$ cat src/rtl/obs_consts.svh
`ifndef OBS_CONSTS_SVH
`define OBS_CONSTS_SVH

// data and address width
`define OBS_XLEN 32
`define OBS_REG_ADDR_W 5

// major opcodes
`define OBS_OPC_LOAD 7'h03
`define OBS_OPC_STORE 7'h23
`define OBS_OPC_BRANCH 7'h63
`define OBS_OPC_OP 7'h33

// funct7 of the M extension
`define OBS_FUNCT7_MULDIV 7'h01

// access size in funct3[1:0] of loads and stores
`define OBS_F3_SIZE_BYTE 2'b00
`define OBS_F3_SIZE_HALF 2'b01

`endif

$ cat src/rtl/isa_pkg.sv
`include "obs_consts.svh"

package isa_pkg;

	// register-register format
	typedef struct packed {
		logic [6:0] funct7;
		logic [`OBS_REG_ADDR_W-1:0] rs2;
		logic [`OBS_REG_ADDR_W-1:0] rs1;
		logic [2:0] funct3;
		logic [`OBS_REG_ADDR_W-1:0] rd;
		logic [6:0] opcode;
	} r_fmt_t;

	// immediate format, used by loads
	typedef struct packed {
		logic [11:0] imm;
		logic [`OBS_REG_ADDR_W-1:0] rs1;
		logic [2:0] funct3;
		logic [`OBS_REG_ADDR_W-1:0] rd;
		logic [6:0] opcode;
	} i_fmt_t;

	// store format, immediate split around rs fields
	typedef struct packed {
		logic [6:0] imm_11_5;
		logic [`OBS_REG_ADDR_W-1:0] rs2;
		logic [`OBS_REG_ADDR_W-1:0] rs1;
		logic [2:0] funct3;
		logic [4:0] imm_4_0;
		logic [6:0] opcode;
	} s_fmt_t;

	typedef struct packed {
		logic imm_12;
		logic [5:0] imm_10_5;
		logic [`OBS_REG_ADDR_W-1:0] rs2;
		logic [`OBS_REG_ADDR_W-1:0] rs1;
		logic [2:0] funct3;
		logic [3:0] imm_4_1;
		logic imm_11;
		logic [6:0] opcode;
	} b_fmt_t;

	// one instruction word, four views
	typedef union packed {
		r_fmt_t r;
		i_fmt_t i;
		s_fmt_t s;
		b_fmt_t b;
	} instr_u;

	typedef enum logic [1:0] {
		acc_byte = 2'd0,
		acc_half = 2'd1,
		acc_word = 2'd2
	} access_size_e;

	// encoded like the branch funct3
	typedef enum logic [2:0] {
		cmp_eq = 3'd0,
		cmp_ne = 3'd1,
		cmp_lt = 3'd4,
		cmp_ge = 3'd5,
		cmp_ltu = 3'd6,
		cmp_geu = 3'd7
	} cmp_op_e;

endpackage

$ cat src/rtl/obs_pkg.sv
`include "obs_consts.svh"

package obs_pkg;

	typedef logic [`OBS_XLEN-1:0] xword_t;

	// at most one flag set per instruction
	typedef struct packed {
		logic is_load;
		logic is_store;
		logic is_branch;
		logic is_div;
	} instr_class_t;

	typedef struct packed {
		instr_class_t cls;
		logic [`OBS_REG_ADDR_W-1:0] rs1_addr;
		logic [`OBS_REG_ADDR_W-1:0] rs2_addr;
		xword_t imm;
		isa_pkg::access_size_e size;
		isa_pkg::cmp_op_e cmp_op;
	} decoded_t;

	// what leaks from one retired instruction
	typedef struct packed {
		xword_t pc;
		instr_class_t cls;
		xword_t mem_addr;
		logic misaligned;
		logic branch_taken;
		xword_t divisor;
	} obs_record_t;

endpackage

$ cat src/rtl/instr_classifier.sv
`include "obs_consts.svh"

module instr_classifier (
	input isa_pkg::instr_u instr_i,
	output obs_pkg::decoded_t dec_o,
	output logic [`OBS_REG_ADDR_W-1:0] rs1_addr_o,
	output logic [`OBS_REG_ADDR_W-1:0] rs2_addr_o
);
	import isa_pkg::*;
	import obs_pkg::*;

	logic [6:0] opcode;
	instr_class_t cls;
	xword_t imm_i;
	xword_t imm_s;

	// opcode sits in the same place in every format
	assign opcode = instr_i.r.opcode;

	assign cls.is_load = (opcode == `OBS_OPC_LOAD);
	assign cls.is_store = (opcode == `OBS_OPC_STORE);
	assign cls.is_branch = (opcode == `OBS_OPC_BRANCH);
	// div, divu, rem, remu
	assign cls.is_div = (opcode == `OBS_OPC_OP) &&
		(instr_i.r.funct7 == `OBS_FUNCT7_MULDIV) && instr_i.r.funct3[2];

	assign imm_i = {{(`OBS_XLEN-12){instr_i.i.imm[11]}}, instr_i.i.imm};
	assign imm_s = {{(`OBS_XLEN-12){instr_i.s.imm_11_5[6]}}, instr_i.s.imm_11_5,
		instr_i.s.imm_4_0};

	always_comb begin
		dec_o = '0;
		dec_o.cls = cls;
		dec_o.rs1_addr = instr_i.r.rs1;
		dec_o.rs2_addr = instr_i.r.rs2;

		if (cls.is_load) begin
			dec_o.imm = imm_i;
		end else if (cls.is_store) begin
			dec_o.imm = imm_s;
		end

		// sign bit of funct3 only matters for the loaded data
		case (instr_i.i.funct3[1:0])
			`OBS_F3_SIZE_BYTE: dec_o.size = acc_byte;
			`OBS_F3_SIZE_HALF: dec_o.size = acc_half;
			default: dec_o.size = acc_word;
		endcase

		case (instr_i.b.funct3)
			3'b001: dec_o.cmp_op = cmp_ne;
			3'b100: dec_o.cmp_op = cmp_lt;
			3'b101: dec_o.cmp_op = cmp_ge;
			3'b110: dec_o.cmp_op = cmp_ltu;
			3'b111: dec_o.cmp_op = cmp_geu;
			// beq and the unused encodings
			default: dec_o.cmp_op = cmp_eq;
		endcase
	end

	assign rs1_addr_o = dec_o.rs1_addr;
	assign rs2_addr_o = dec_o.rs2_addr;

	// opcode matches and the muldiv check must never overlap
	always_comb begin
		assert ($onehot0(cls))
		else $error("instr_classifier: more than one class flag for %h", instr_i);
	end

endmodule

$ cat src/rtl/mem_addr_observer.sv
module mem_addr_observer (
	input obs_pkg::decoded_t dec_i,
	input obs_pkg::xword_t rs1_data_i,
	output obs_pkg::xword_t mem_addr_o,
	output logic misaligned_o
);
	import isa_pkg::*;
	import obs_pkg::*;

	logic is_mem;
	xword_t addr;
	logic split;

	assign is_mem = dec_i.cls.is_load | dec_i.cls.is_store;

	// imm is already zero outside loads and stores
	assign addr = rs1_data_i + dec_i.imm;

	// access crosses a word boundary
	always_comb begin
		case (dec_i.size)
			acc_word: split = (addr[1:0] != 2'b00);
			acc_half: split = (addr[1:0] == 2'b11);
			default: split = 1'b0;
		endcase
	end

	assign mem_addr_o = is_mem ? addr : '0;
	assign misaligned_o = is_mem & split;

endmodule

$ cat src/rtl/branch_observer.sv
`include "obs_consts.svh"

module branch_observer (
	input obs_pkg::decoded_t dec_i,
	input obs_pkg::xword_t rs1_data_i,
	input obs_pkg::xword_t rs2_data_i,
	output logic taken_o
);
	import isa_pkg::*;
	import obs_pkg::*;

	xword_t diff;
	logic is_equal;
	logic is_ge;
	logic cmp_signed;
	logic cmp_result;

	// one subtractor serves all six compares
	assign diff = rs1_data_i - rs2_data_i;
	assign is_equal = (diff == '0);

	assign cmp_signed = (dec_i.cmp_op == cmp_lt) || (dec_i.cmp_op == cmp_ge);

	always_comb begin
		if (rs1_data_i[`OBS_XLEN-1] == rs2_data_i[`OBS_XLEN-1]) begin
			// same sign, no overflow in the difference
			is_ge = ~diff[`OBS_XLEN-1];
		end else begin
			// signs differ, the msb of rs1 decides
			is_ge = rs1_data_i[`OBS_XLEN-1] ^ cmp_signed;
		end
	end

	always_comb begin
		case (dec_i.cmp_op)
			cmp_eq: cmp_result = is_equal;
			cmp_ne: cmp_result = ~is_equal;
			cmp_ge, cmp_geu: cmp_result = is_ge;
			cmp_lt, cmp_ltu: cmp_result = ~is_ge;
			default: cmp_result = is_equal;
		endcase
	end

	assign taken_o = dec_i.cls.is_branch & cmp_result;

endmodule

$ cat src/rtl/leakage_observer.sv
`include "obs_consts.svh"

module leakage_observer (
	input logic clk_i,
	input logic reset_i,
	input logic retire_i,
	input obs_pkg::xword_t pc_i,
	input isa_pkg::instr_u instr_i,
	input obs_pkg::xword_t rs1_data_i,
	input obs_pkg::xword_t rs2_data_i,
	output logic [`OBS_REG_ADDR_W-1:0] rs1_addr_o,
	output logic [`OBS_REG_ADDR_W-1:0] rs2_addr_o,
	output logic obs_valid_o,
	output obs_pkg::obs_record_t obs_o
);
	import obs_pkg::*;

	decoded_t dec;
	xword_t mem_addr;
	logic misaligned;
	logic taken;
	obs_record_t rec;

	instr_classifier u_classifier (
		.instr_i(instr_i),
		.dec_o(dec),
		.rs1_addr_o(rs1_addr_o),
		.rs2_addr_o(rs2_addr_o)
	);

	mem_addr_observer u_mem_addr (
		.dec_i(dec),
		.rs1_data_i(rs1_data_i),
		.mem_addr_o(mem_addr),
		.misaligned_o(misaligned)
	);

	branch_observer u_branch (
		.dec_i(dec),
		.rs1_data_i(rs1_data_i),
		.rs2_data_i(rs2_data_i),
		.taken_o(taken)
	);

	// record of the instruction retiring this cycle
	always_comb begin
		rec.pc = pc_i;
		rec.cls = dec.cls;
		rec.mem_addr = mem_addr;
		rec.misaligned = misaligned;
		rec.branch_taken = taken;
		rec.divisor = dec.cls.is_div ? rs2_data_i : '0;
	end

	always_ff @(posedge clk_i) begin
		if (reset_i) begin
			obs_valid_o <= 1'b0;
			obs_o <= '0;
		end else begin
			obs_valid_o <= retire_i;
			// hold the last record between retires
			if (retire_i) begin
				obs_o <= rec;
			end
		end
	end

	// one record per retire, exactly one cycle later
	assert property (@(posedge clk_i) disable iff (reset_i)
		retire_i |=> obs_valid_o);
	assert property (@(posedge clk_i) disable iff (reset_i)
		obs_valid_o |-> $past(retire_i));

	// flags from the observers agree with the decoded class
	assert property (@(posedge clk_i) disable iff (reset_i)
		obs_valid_o && obs_o.misaligned |-> obs_o.cls.is_load || obs_o.cls.is_store);
	assert property (@(posedge clk_i) disable iff (reset_i)
		obs_valid_o && obs_o.branch_taken |-> obs_o.cls.is_branch);

endmodule

$ cat config.mk
export PLATFORM = sky130hd
export DESIGN_NAME = leakage_observer
export DESIGN_NICKNAME = d
export VERILOG_FILES = /design/src/rtl/isa_pkg.sv /design/src/rtl/obs_pkg.sv /design/src/rtl/instr_classifier.sv /design/src/rtl/mem_addr_observer.sv /design/src/rtl/branch_observer.sv /design/src/rtl/leakage_observer.sv
export VERILOG_INCLUDE_DIRS = /design/src /design/src/rtl
export SDC_FILE = /design/constraint.sdc
export NUM_CORES = 1
export LEC_CHECK = 0
export ABC_AREA = 1
export BUFFER_PORTS_ARGS = -buffer_cell sky130_fd_sc_hd__buf_2
export CORE_UTILIZATION = 31
export DETAILED_ROUTE_END_ITERATION = 10
export PLACE_DENSITY = 0.58
export SLEW_MARGIN = 15
export SYNTH_ARGS = -nofsm -noshare
export SYNTH_HDL_FRONTEND = slang
export SYNTH_SLANG_ARGS = --single-unit
$ cat constraint.sdc
create_clock -name clk_i -period 4.13 [get_ports clk_i]
set_input_delay 0.826 -clock clk_i [delete_from_list [all_inputs] [get_ports clk_i]]
set_output_delay 0.826 -clock clk_i [all_outputs]
set_load 0.01 [all_outputs]
==> qor.txt, run 1 <==
DR vias - 8679
I/O pin cnt - 244
Seq/Total Area, Yosys - 26.04%
Mean Syn Cell Area - 6.407 µm²
Met1 Resource Use GR - 28.13%
Status - finished clean
Post-Syn Area - 7919 µm²
CP Capture Type - flop
Total clock sinks - 103
Post-synth ARST share - 0%
Slowest CP cell - fa_1
Vias in the first global route - 8027
Post-DP HPWL - 21.98 mm
Clk pin slew, worst setup/hold paths - 0.08 ns
Largest net degree at the start of global routing - 70
Grt total ovfl - 0
Static Leak - 5.502 nW
Dominant synthesized flop cell - dfxtp_1
Via/cell ratio - 4.851
Most frequent cell after synthesis - nand2_1
Slew margin rel. - 46.35%
Fmax - 0.2783 GHz
Placer Congestion - 0.9331
CTS tree - built
CP Launch Point - instr_i[3]
Chip height - 161.8 µm
Final Setup Violations - 0
Worst Path Required - 4.39 ns
Worst-Skew Late Latency - 0.37 ns
Slew Limit Fails - 0
GRT busiest layer - met2
Worst Path Arrival - 3.85 ns
CTS Hold Bufs - 0
Port-buffer cells - 233
Largest area contributor in the netlist - dfxtp_1
Final ANT Viol Nets - 0
Top cells by area, synth - dfxtp_1, nand2_1, ha_1
First-pass GRT wire length - 42.17 mm
Final Worst Setup Slack - 0.5363 ns
Clock skew - 0 ns
Post-Route WL - 26.97 mm
Met2 Track Usage GR - 32.81%
Starting density of the core - 31.54%
Post-CTS Resized - 0
Hold path startpoint - obs_o[62]$_SDFFE_PP0P_
Hold crit path type - flop to flop
Unrepaired setup endpoints after global routing - no
Total power - 0.002597 W
Crit-path cells - buf_2 > nor2_1 > and3_1 > nand4_1 > inv_1 > nor2_1 > nor3_1 > inv_1 > fa_1 > o21ai_2 > a21oi_2 > o21ai_1 > a21oi_1 > o21ai_1 > a21oi_1 > or2_2 > nand3_1 > nand2_1
Full die area - 26190 µm²
DP Worst Slack - 0.1750 ns
Detailed Route Iter0 Violations - 561
Met3 GRT Util - 4.392%
Row count - 58
Total GRT Usage - 20.59%
Critical path class - primary input to flop
Delay of the slowest critical-path stage - 0.45 ns
Commonest cells in the synthesized netlist - nand2_1, inv_1, nor2_1, dfxtp_1, ha_1
Max cap viols - 0
Initial antenna violation count - 5
Post-CTS setup buffer count - 0
Crit path time final - 3.594 ns
Pwr/cell area - 266.9 nW/µm²
DRC Markers - 0
Drt pass-1 iters - 5
Area share of the largest cell type after synthesis - 26.04%
Synth cell types - 44
Clock Path Buffers - 2
VDD IR-drop max - 0.0002001 V
Syn Nets - 1430
Slew @ Worst Pin - 0.8039 ns
CTS H-tree lvls - 3
Drt wl/cell - 15.07 µm
Cells after Synth - 1236
Count of final hold-check violations - 0
Crit start category - primary input
Synthesis Warnings - 0
Crit-path max FO - 6
Setup TNS - 0 ns
Die X - 161.8 µm
Area added between synthesis and finish - 22.86%
Cts bufs inserted - 9
Final period util - 87.01%
Reg2reg start - obs_o[77]$_SDFFE_PP0P_
Core Box Area - 25110 µm²
Share of layout cells above drive strength 1 - 21.67%
Clk root buf - clkbuf_16
Synth Register Bits - 103
Post-synth EDFFs - 0
Fin nets - 1647
stage by stage:
stage               hold WS [ns]  cells  cell area [µm²]  utilization (%)
floorplan                 0.4761   1236             7919                -
global route              0.4733   1788             9727            38.74
CTS                       0.4561   1788             9727            38.74
detailed placement        0.4401   1772             9415            37.50
finish                    0.4511   1789             9729            38.75
global placement          0.4356   1772             9410            37.48
layer usage:
layer  vias up  share of wire (%)  routed length, µm
li1       4453                  -                  -
met1      3894                 48              12860
met2       292                 43              11650
met3        34                7.4               1983
met4         6                1.6                435
met5         -               0.14                 37
layout make-up:
type                            instances  area, µm²
Clock buffer                            9      225.2
Sequential cell                       103       2062
Clock inverter                          7      86.33
Tap cell                              330      412.9
Multi-Input combinational cell        886       4905
Antenna cell                            1      2.502
Inverter                              215      807.0
Timing Repair Buffer                  238       1229
Fill cell                            2773      15380
cells by family (layout without fill, tap and decap cells):
logic type               Yosys count  count (layout)  share of synthesized area (%)
buffers and inverters            247             469                          12.21
XOR/XNOR                           7               7                         0.7742
flip-flops                       103             103                          26.04
adder cells (fa/ha/maj)           63              63                          10.05
AO/OA/AOI/OAI                    202             202                          17.87
AND/OR/NAND/NOR                  614             614                          33.05
other                              0               1                              0
sequential cells by signal, indices dropped and copies added, names as in the netlist:
register and cells:
obs_o 102, obs_valid_o 1
cells in the final DEF, fill, tap and decap left out, drive strengths merged:
| cell | synthesis | final |
|---|---|---|
| nand2 | 384 | 384 |
| buf | 12 | 238 |
| inv | 214 | 216 |
| nor2 | 114 | 114 |
| dfxtp | 103 | 103 |
| ha | 62 | 62 |
| nand3 | 59 | 59 |
| o21ai | 54 | 54 |
| a21oi | 52 | 52 |
| a32o | 41 | 41 |
| a22o | 32 | 32 |
| or2 | 17 | 17 |
| nand4 | 16 | 16 |
| nor3 | 12 | 12 |
| clkbuf | 20 | 9 |
| a21o | 6 | 6 |
| and2 | 6 | 6 |
| a31oi | 4 | 4 |
| o211ai | 4 | 4 |
| o21bai | 4 | 4 |
| xnor2 | 4 | 4 |
| clkinv | 1 | 4 |
| xor2 | 3 | 3 |
| nor4 | 3 | 3 |
| a221oi | 3 | 3 |
| nand3b | 2 | 2 |
| clkinvlp | 0 | 2 |
| diode | 0 | 1 |
| and3 | 1 | 1 |
| o21a | 1 | 1 |
| a211oi | 1 | 1 |
| fa | 1 | 1 |
worst paths after layout:
kind                                               end  slack (ns)  depth (start not counted)
worst min-delay path            obs_o[62]$_SDFFE_PP0P_        0.45                          2
worst max-delay path            obs_o[58]$_SDFFE_PP0P_        0.54                         18
worst min register to register  obs_o[62]$_SDFFE_PP0P_        0.45                          2
worst max register to register  obs_o[77]$_SDFFE_PP0P_        3.47                          1
worst max-delay path, delay by kind of cell:
kind                     cells  cell delay, ns
AND/OR/NAND/NOR              8            1.18
adder cells (fa/ha/maj)      1            0.45
AO/OA/AOI/OAI                6            0.99
buffers and inverters        3            0.40
power breakdown:
part | switching [W] | leakage (nW) | internal [W] | total (W)
logic | 0.000422 | 4.52 | 0.000237 | 0.000659
registers | 0.00000945 | 0.836 | 0.00101 | 0.00102
clock network | 0.000482 | 0.144 | 0.000435 | 0.000917
total | 0.000914 | 5.50 | 0.00168 | 0.00260
Note: power is estimated with default switching activity, not from simulation.
==> run 2: changes to the inputs <==
--- a/config.mk
+++ b/config.mk
@@ -8,9 +8,12 @@
 export LEC_CHECK = 0
 export ABC_AREA = 1
 export BUFFER_PORTS_ARGS = -buffer_cell sky130_fd_sc_hd__buf_2
+export CELL_PAD_IN_SITES_DETAIL_PLACEMENT = 0
+export CELL_PAD_IN_SITES_GLOBAL_PLACEMENT = 1
+export CORE_MARGIN = 5
 export CORE_UTILIZATION = 31
 export DETAILED_ROUTE_END_ITERATION = 10
-export PLACE_DENSITY = 0.58
+export PLACE_DENSITY = 0.77
 export SLEW_MARGIN = 15
 export SYNTH_ARGS = -nofsm -noshare
 export SYNTH_HDL_FRONTEND = slang
==> run 2 against run 1 <==
Non-clock buffer count did not move; clock skew unchanged; combinational power rose by 0.8%; first-iteration DRC count shrank 16%; sequential power is essentially flat; largest cell class unchanged.
==> qor.txt, run 2 (same netlist as run 1, synthesis figures left out) <==
Status - finished clean
DRC Markers - 0
Fin nets - 1647
Worst Path Required - 4.39 ns
Slew margin rel. - 47.10%
Fmax - 0.2864 GHz
Internal power - 0.001697 W
First-pass GRT wire length - 44.58 mm
Clock Path Buffers - 2
Most frequent cells in the layout - nand2_1, buf_2, inv_1
Initial antenna violation count - 4
Chip height - 169.8 µm
Detailed Route Iter0 Violations - 470
Count of final hold-check violations - 0
Die X - 169.8 µm
CTS tree - built
Post-Route M1 WL - 13.41 mm
Final Setup Violations - 0
Unrepaired setup endpoints after global routing - no
Most common cell after layout, fill and taps aside - nand2_1
Static Leak - 5.514 nW
DR top layer - met5
Sw frac - 35.49%
Worst-Skew Late Latency - 0.36 ns
Starting density of the core - 31.45%
Clk root buf - clkbuf_16
Final Util - 38.68%
CP Capture Type - flop
I/O pin cnt - 244
Placer Congestion - 0.8890
Finished Cell Area - 9739 µm²
Slew Limit Fails - 0
Wire length on met3 - 2.352 mm
Logic pwr share - 25.2%
Post-CTS setup buffer count - 0
Via/cell ratio - 4.811
Final ANT Viol Nets - 0
Post-CTS Resized - 0
Largest regs - obs_o (102), obs_valid_o (1)
Area added between synthesis and finish - 22.99%
Final period util - 84.53%
CTS H-tree lvls - 3
Drt pass-1 iters - 4
Worst Path Arrival - 3.75 ns
Vias in the first global route - 8271
Max cap viols - 0
Crit start category - primary input
Post-DP HPWL - 23.92 mm
DP Worst Slack - 0.2477 ns
Met2 WL - 12.69 mm
Drt wl/cell - 16.12 µm
Largest net degree at the start of global routing - 83
Total clock sinks - 103
CTS Hold Bufs - 0
Filler cells - 2768
Cts bufs inserted - 9
Clock skew - 0 ns
Setup TNS - 0 ns
Placed cell area - 9415 µm²
Final Worst Setup Slack - 0.6389 ns
Hold crit path type - flop to flop
Share of layout cells above drive strength 1 - 21.67%
Net Sw Power - 0.0009334 W
Row count - 58
Crit path time final - 3.491 ns
Grt total ovfl - 0
Core Box Area - 25180 µm²
Clk pin slew, worst setup/hold paths - 0.08 ns
VDD IR-drop max - 0.0001870 V
DR vias - 8607
Critical path class - primary input to flop
Post-Route WL - 28.83 mm
Crit-path max FO - 6
Pwr/cell area - 270.1 nW/µm²
Total GRT Usage - 19.46%
Slew @ Worst Pin - 0.7916 ns
Full die area - 28840 µm²
Max reg flops - 102
Port-buffer cells - 233
Top reg by flops - obs_o
WHS - 0.4498 ns
Clock network fraction of design power - 35.9%
Sequential power share - 38.8%
## run 2: final timing paths
kind	startpoint	end	slack [ns]	cells past startpoint
worst max-delay path	instr_i[2]	obs_o[58]$_SDFFE_PP0P_	0.64	19
worst min-delay path	obs_o[65]$_SDFFE_PP0P_	obs_o[65]$_SDFFE_PP0P_	0.45	2
worst min register to register	obs_o[65]$_SDFFE_PP0P_	obs_o[65]$_SDFFE_PP0P_	0.45	2
worst max register to register	obs_o[88]$_SDFFE_PP0P_	obs_o[88]$_SDFFE_PP0P_	3.47	1
## run 2: worst max-delay path: stages
cell	delay, ns
buf_2	0.11
nor2_1	0.06
and3_1	0.21
nand4_1	0.19
inv_1	0.19
nor2_1	0.06
nor2_1	0.11
ha_1	0.18
inv_1	0.06
fa_1	0.42
o21ai_2	0.22
a21oi_2	0.10
o21ai_1	0.21
a21oi_1	0.11
o21ai_1	0.20
a21oi_1	0.11
or2_2	0.28
nand3_1	0.07
nand2_1	0.05
## run 2: area by class of cell
cell class / instances / area [µm²] / share of cell area [%]
multi-input combinational: 886 / 4905 / 50.36
sequential: 103 / 2062 / 21.17
timing repair buffer: 238 / 1229 / 12.62
inverter: 215 / 807.0 / 8.286
tap: 330 / 412.9 / 4.239
clock buffer: 9 / 225.2 / 2.312
clock inverter: 7 / 96.34 / 0.9892
antenna: 1 / 2.502 / 0.02569
## run 2: per-layer routing
| metal | GRT usage [%] | up-vias |
|---|---|---|
| met5 | 0 | - |
| met4 | 3.955 | 6 |
| met3 | 4.832 | 29 |
| met2 | 31.35 | 307 |
| met1 | 26.58 | 3801 |
| li1 | - | 4464 |
## run 2: power by group through the flow
stage               logic (W)  registers [W]  clock network, W
floorplan            0.000419        0.00105                 0
global placement     0.000658        0.00104                 0
detailed placement   0.000661        0.00104                 0
CTS                  0.000665        0.00102          0.000976
global route         0.000750        0.00102           0.00101
finish               0.000664        0.00102          0.000945
## run 2: metrics by stage
| stage | instances | power, W |
|---|---|---|
| 2_1_floorplan | 1236 | 0.001474 |
| 3_3_place_gp | 1772 | 0.001702 |
| 3_5_place_dp | 1772 | 0.001706 |
| 4_1_cts | 1788 | 0.002663 |
| 5_1_grt | 1789 | 0.002781 |
| 6_report | 1789 | 0.002630 |
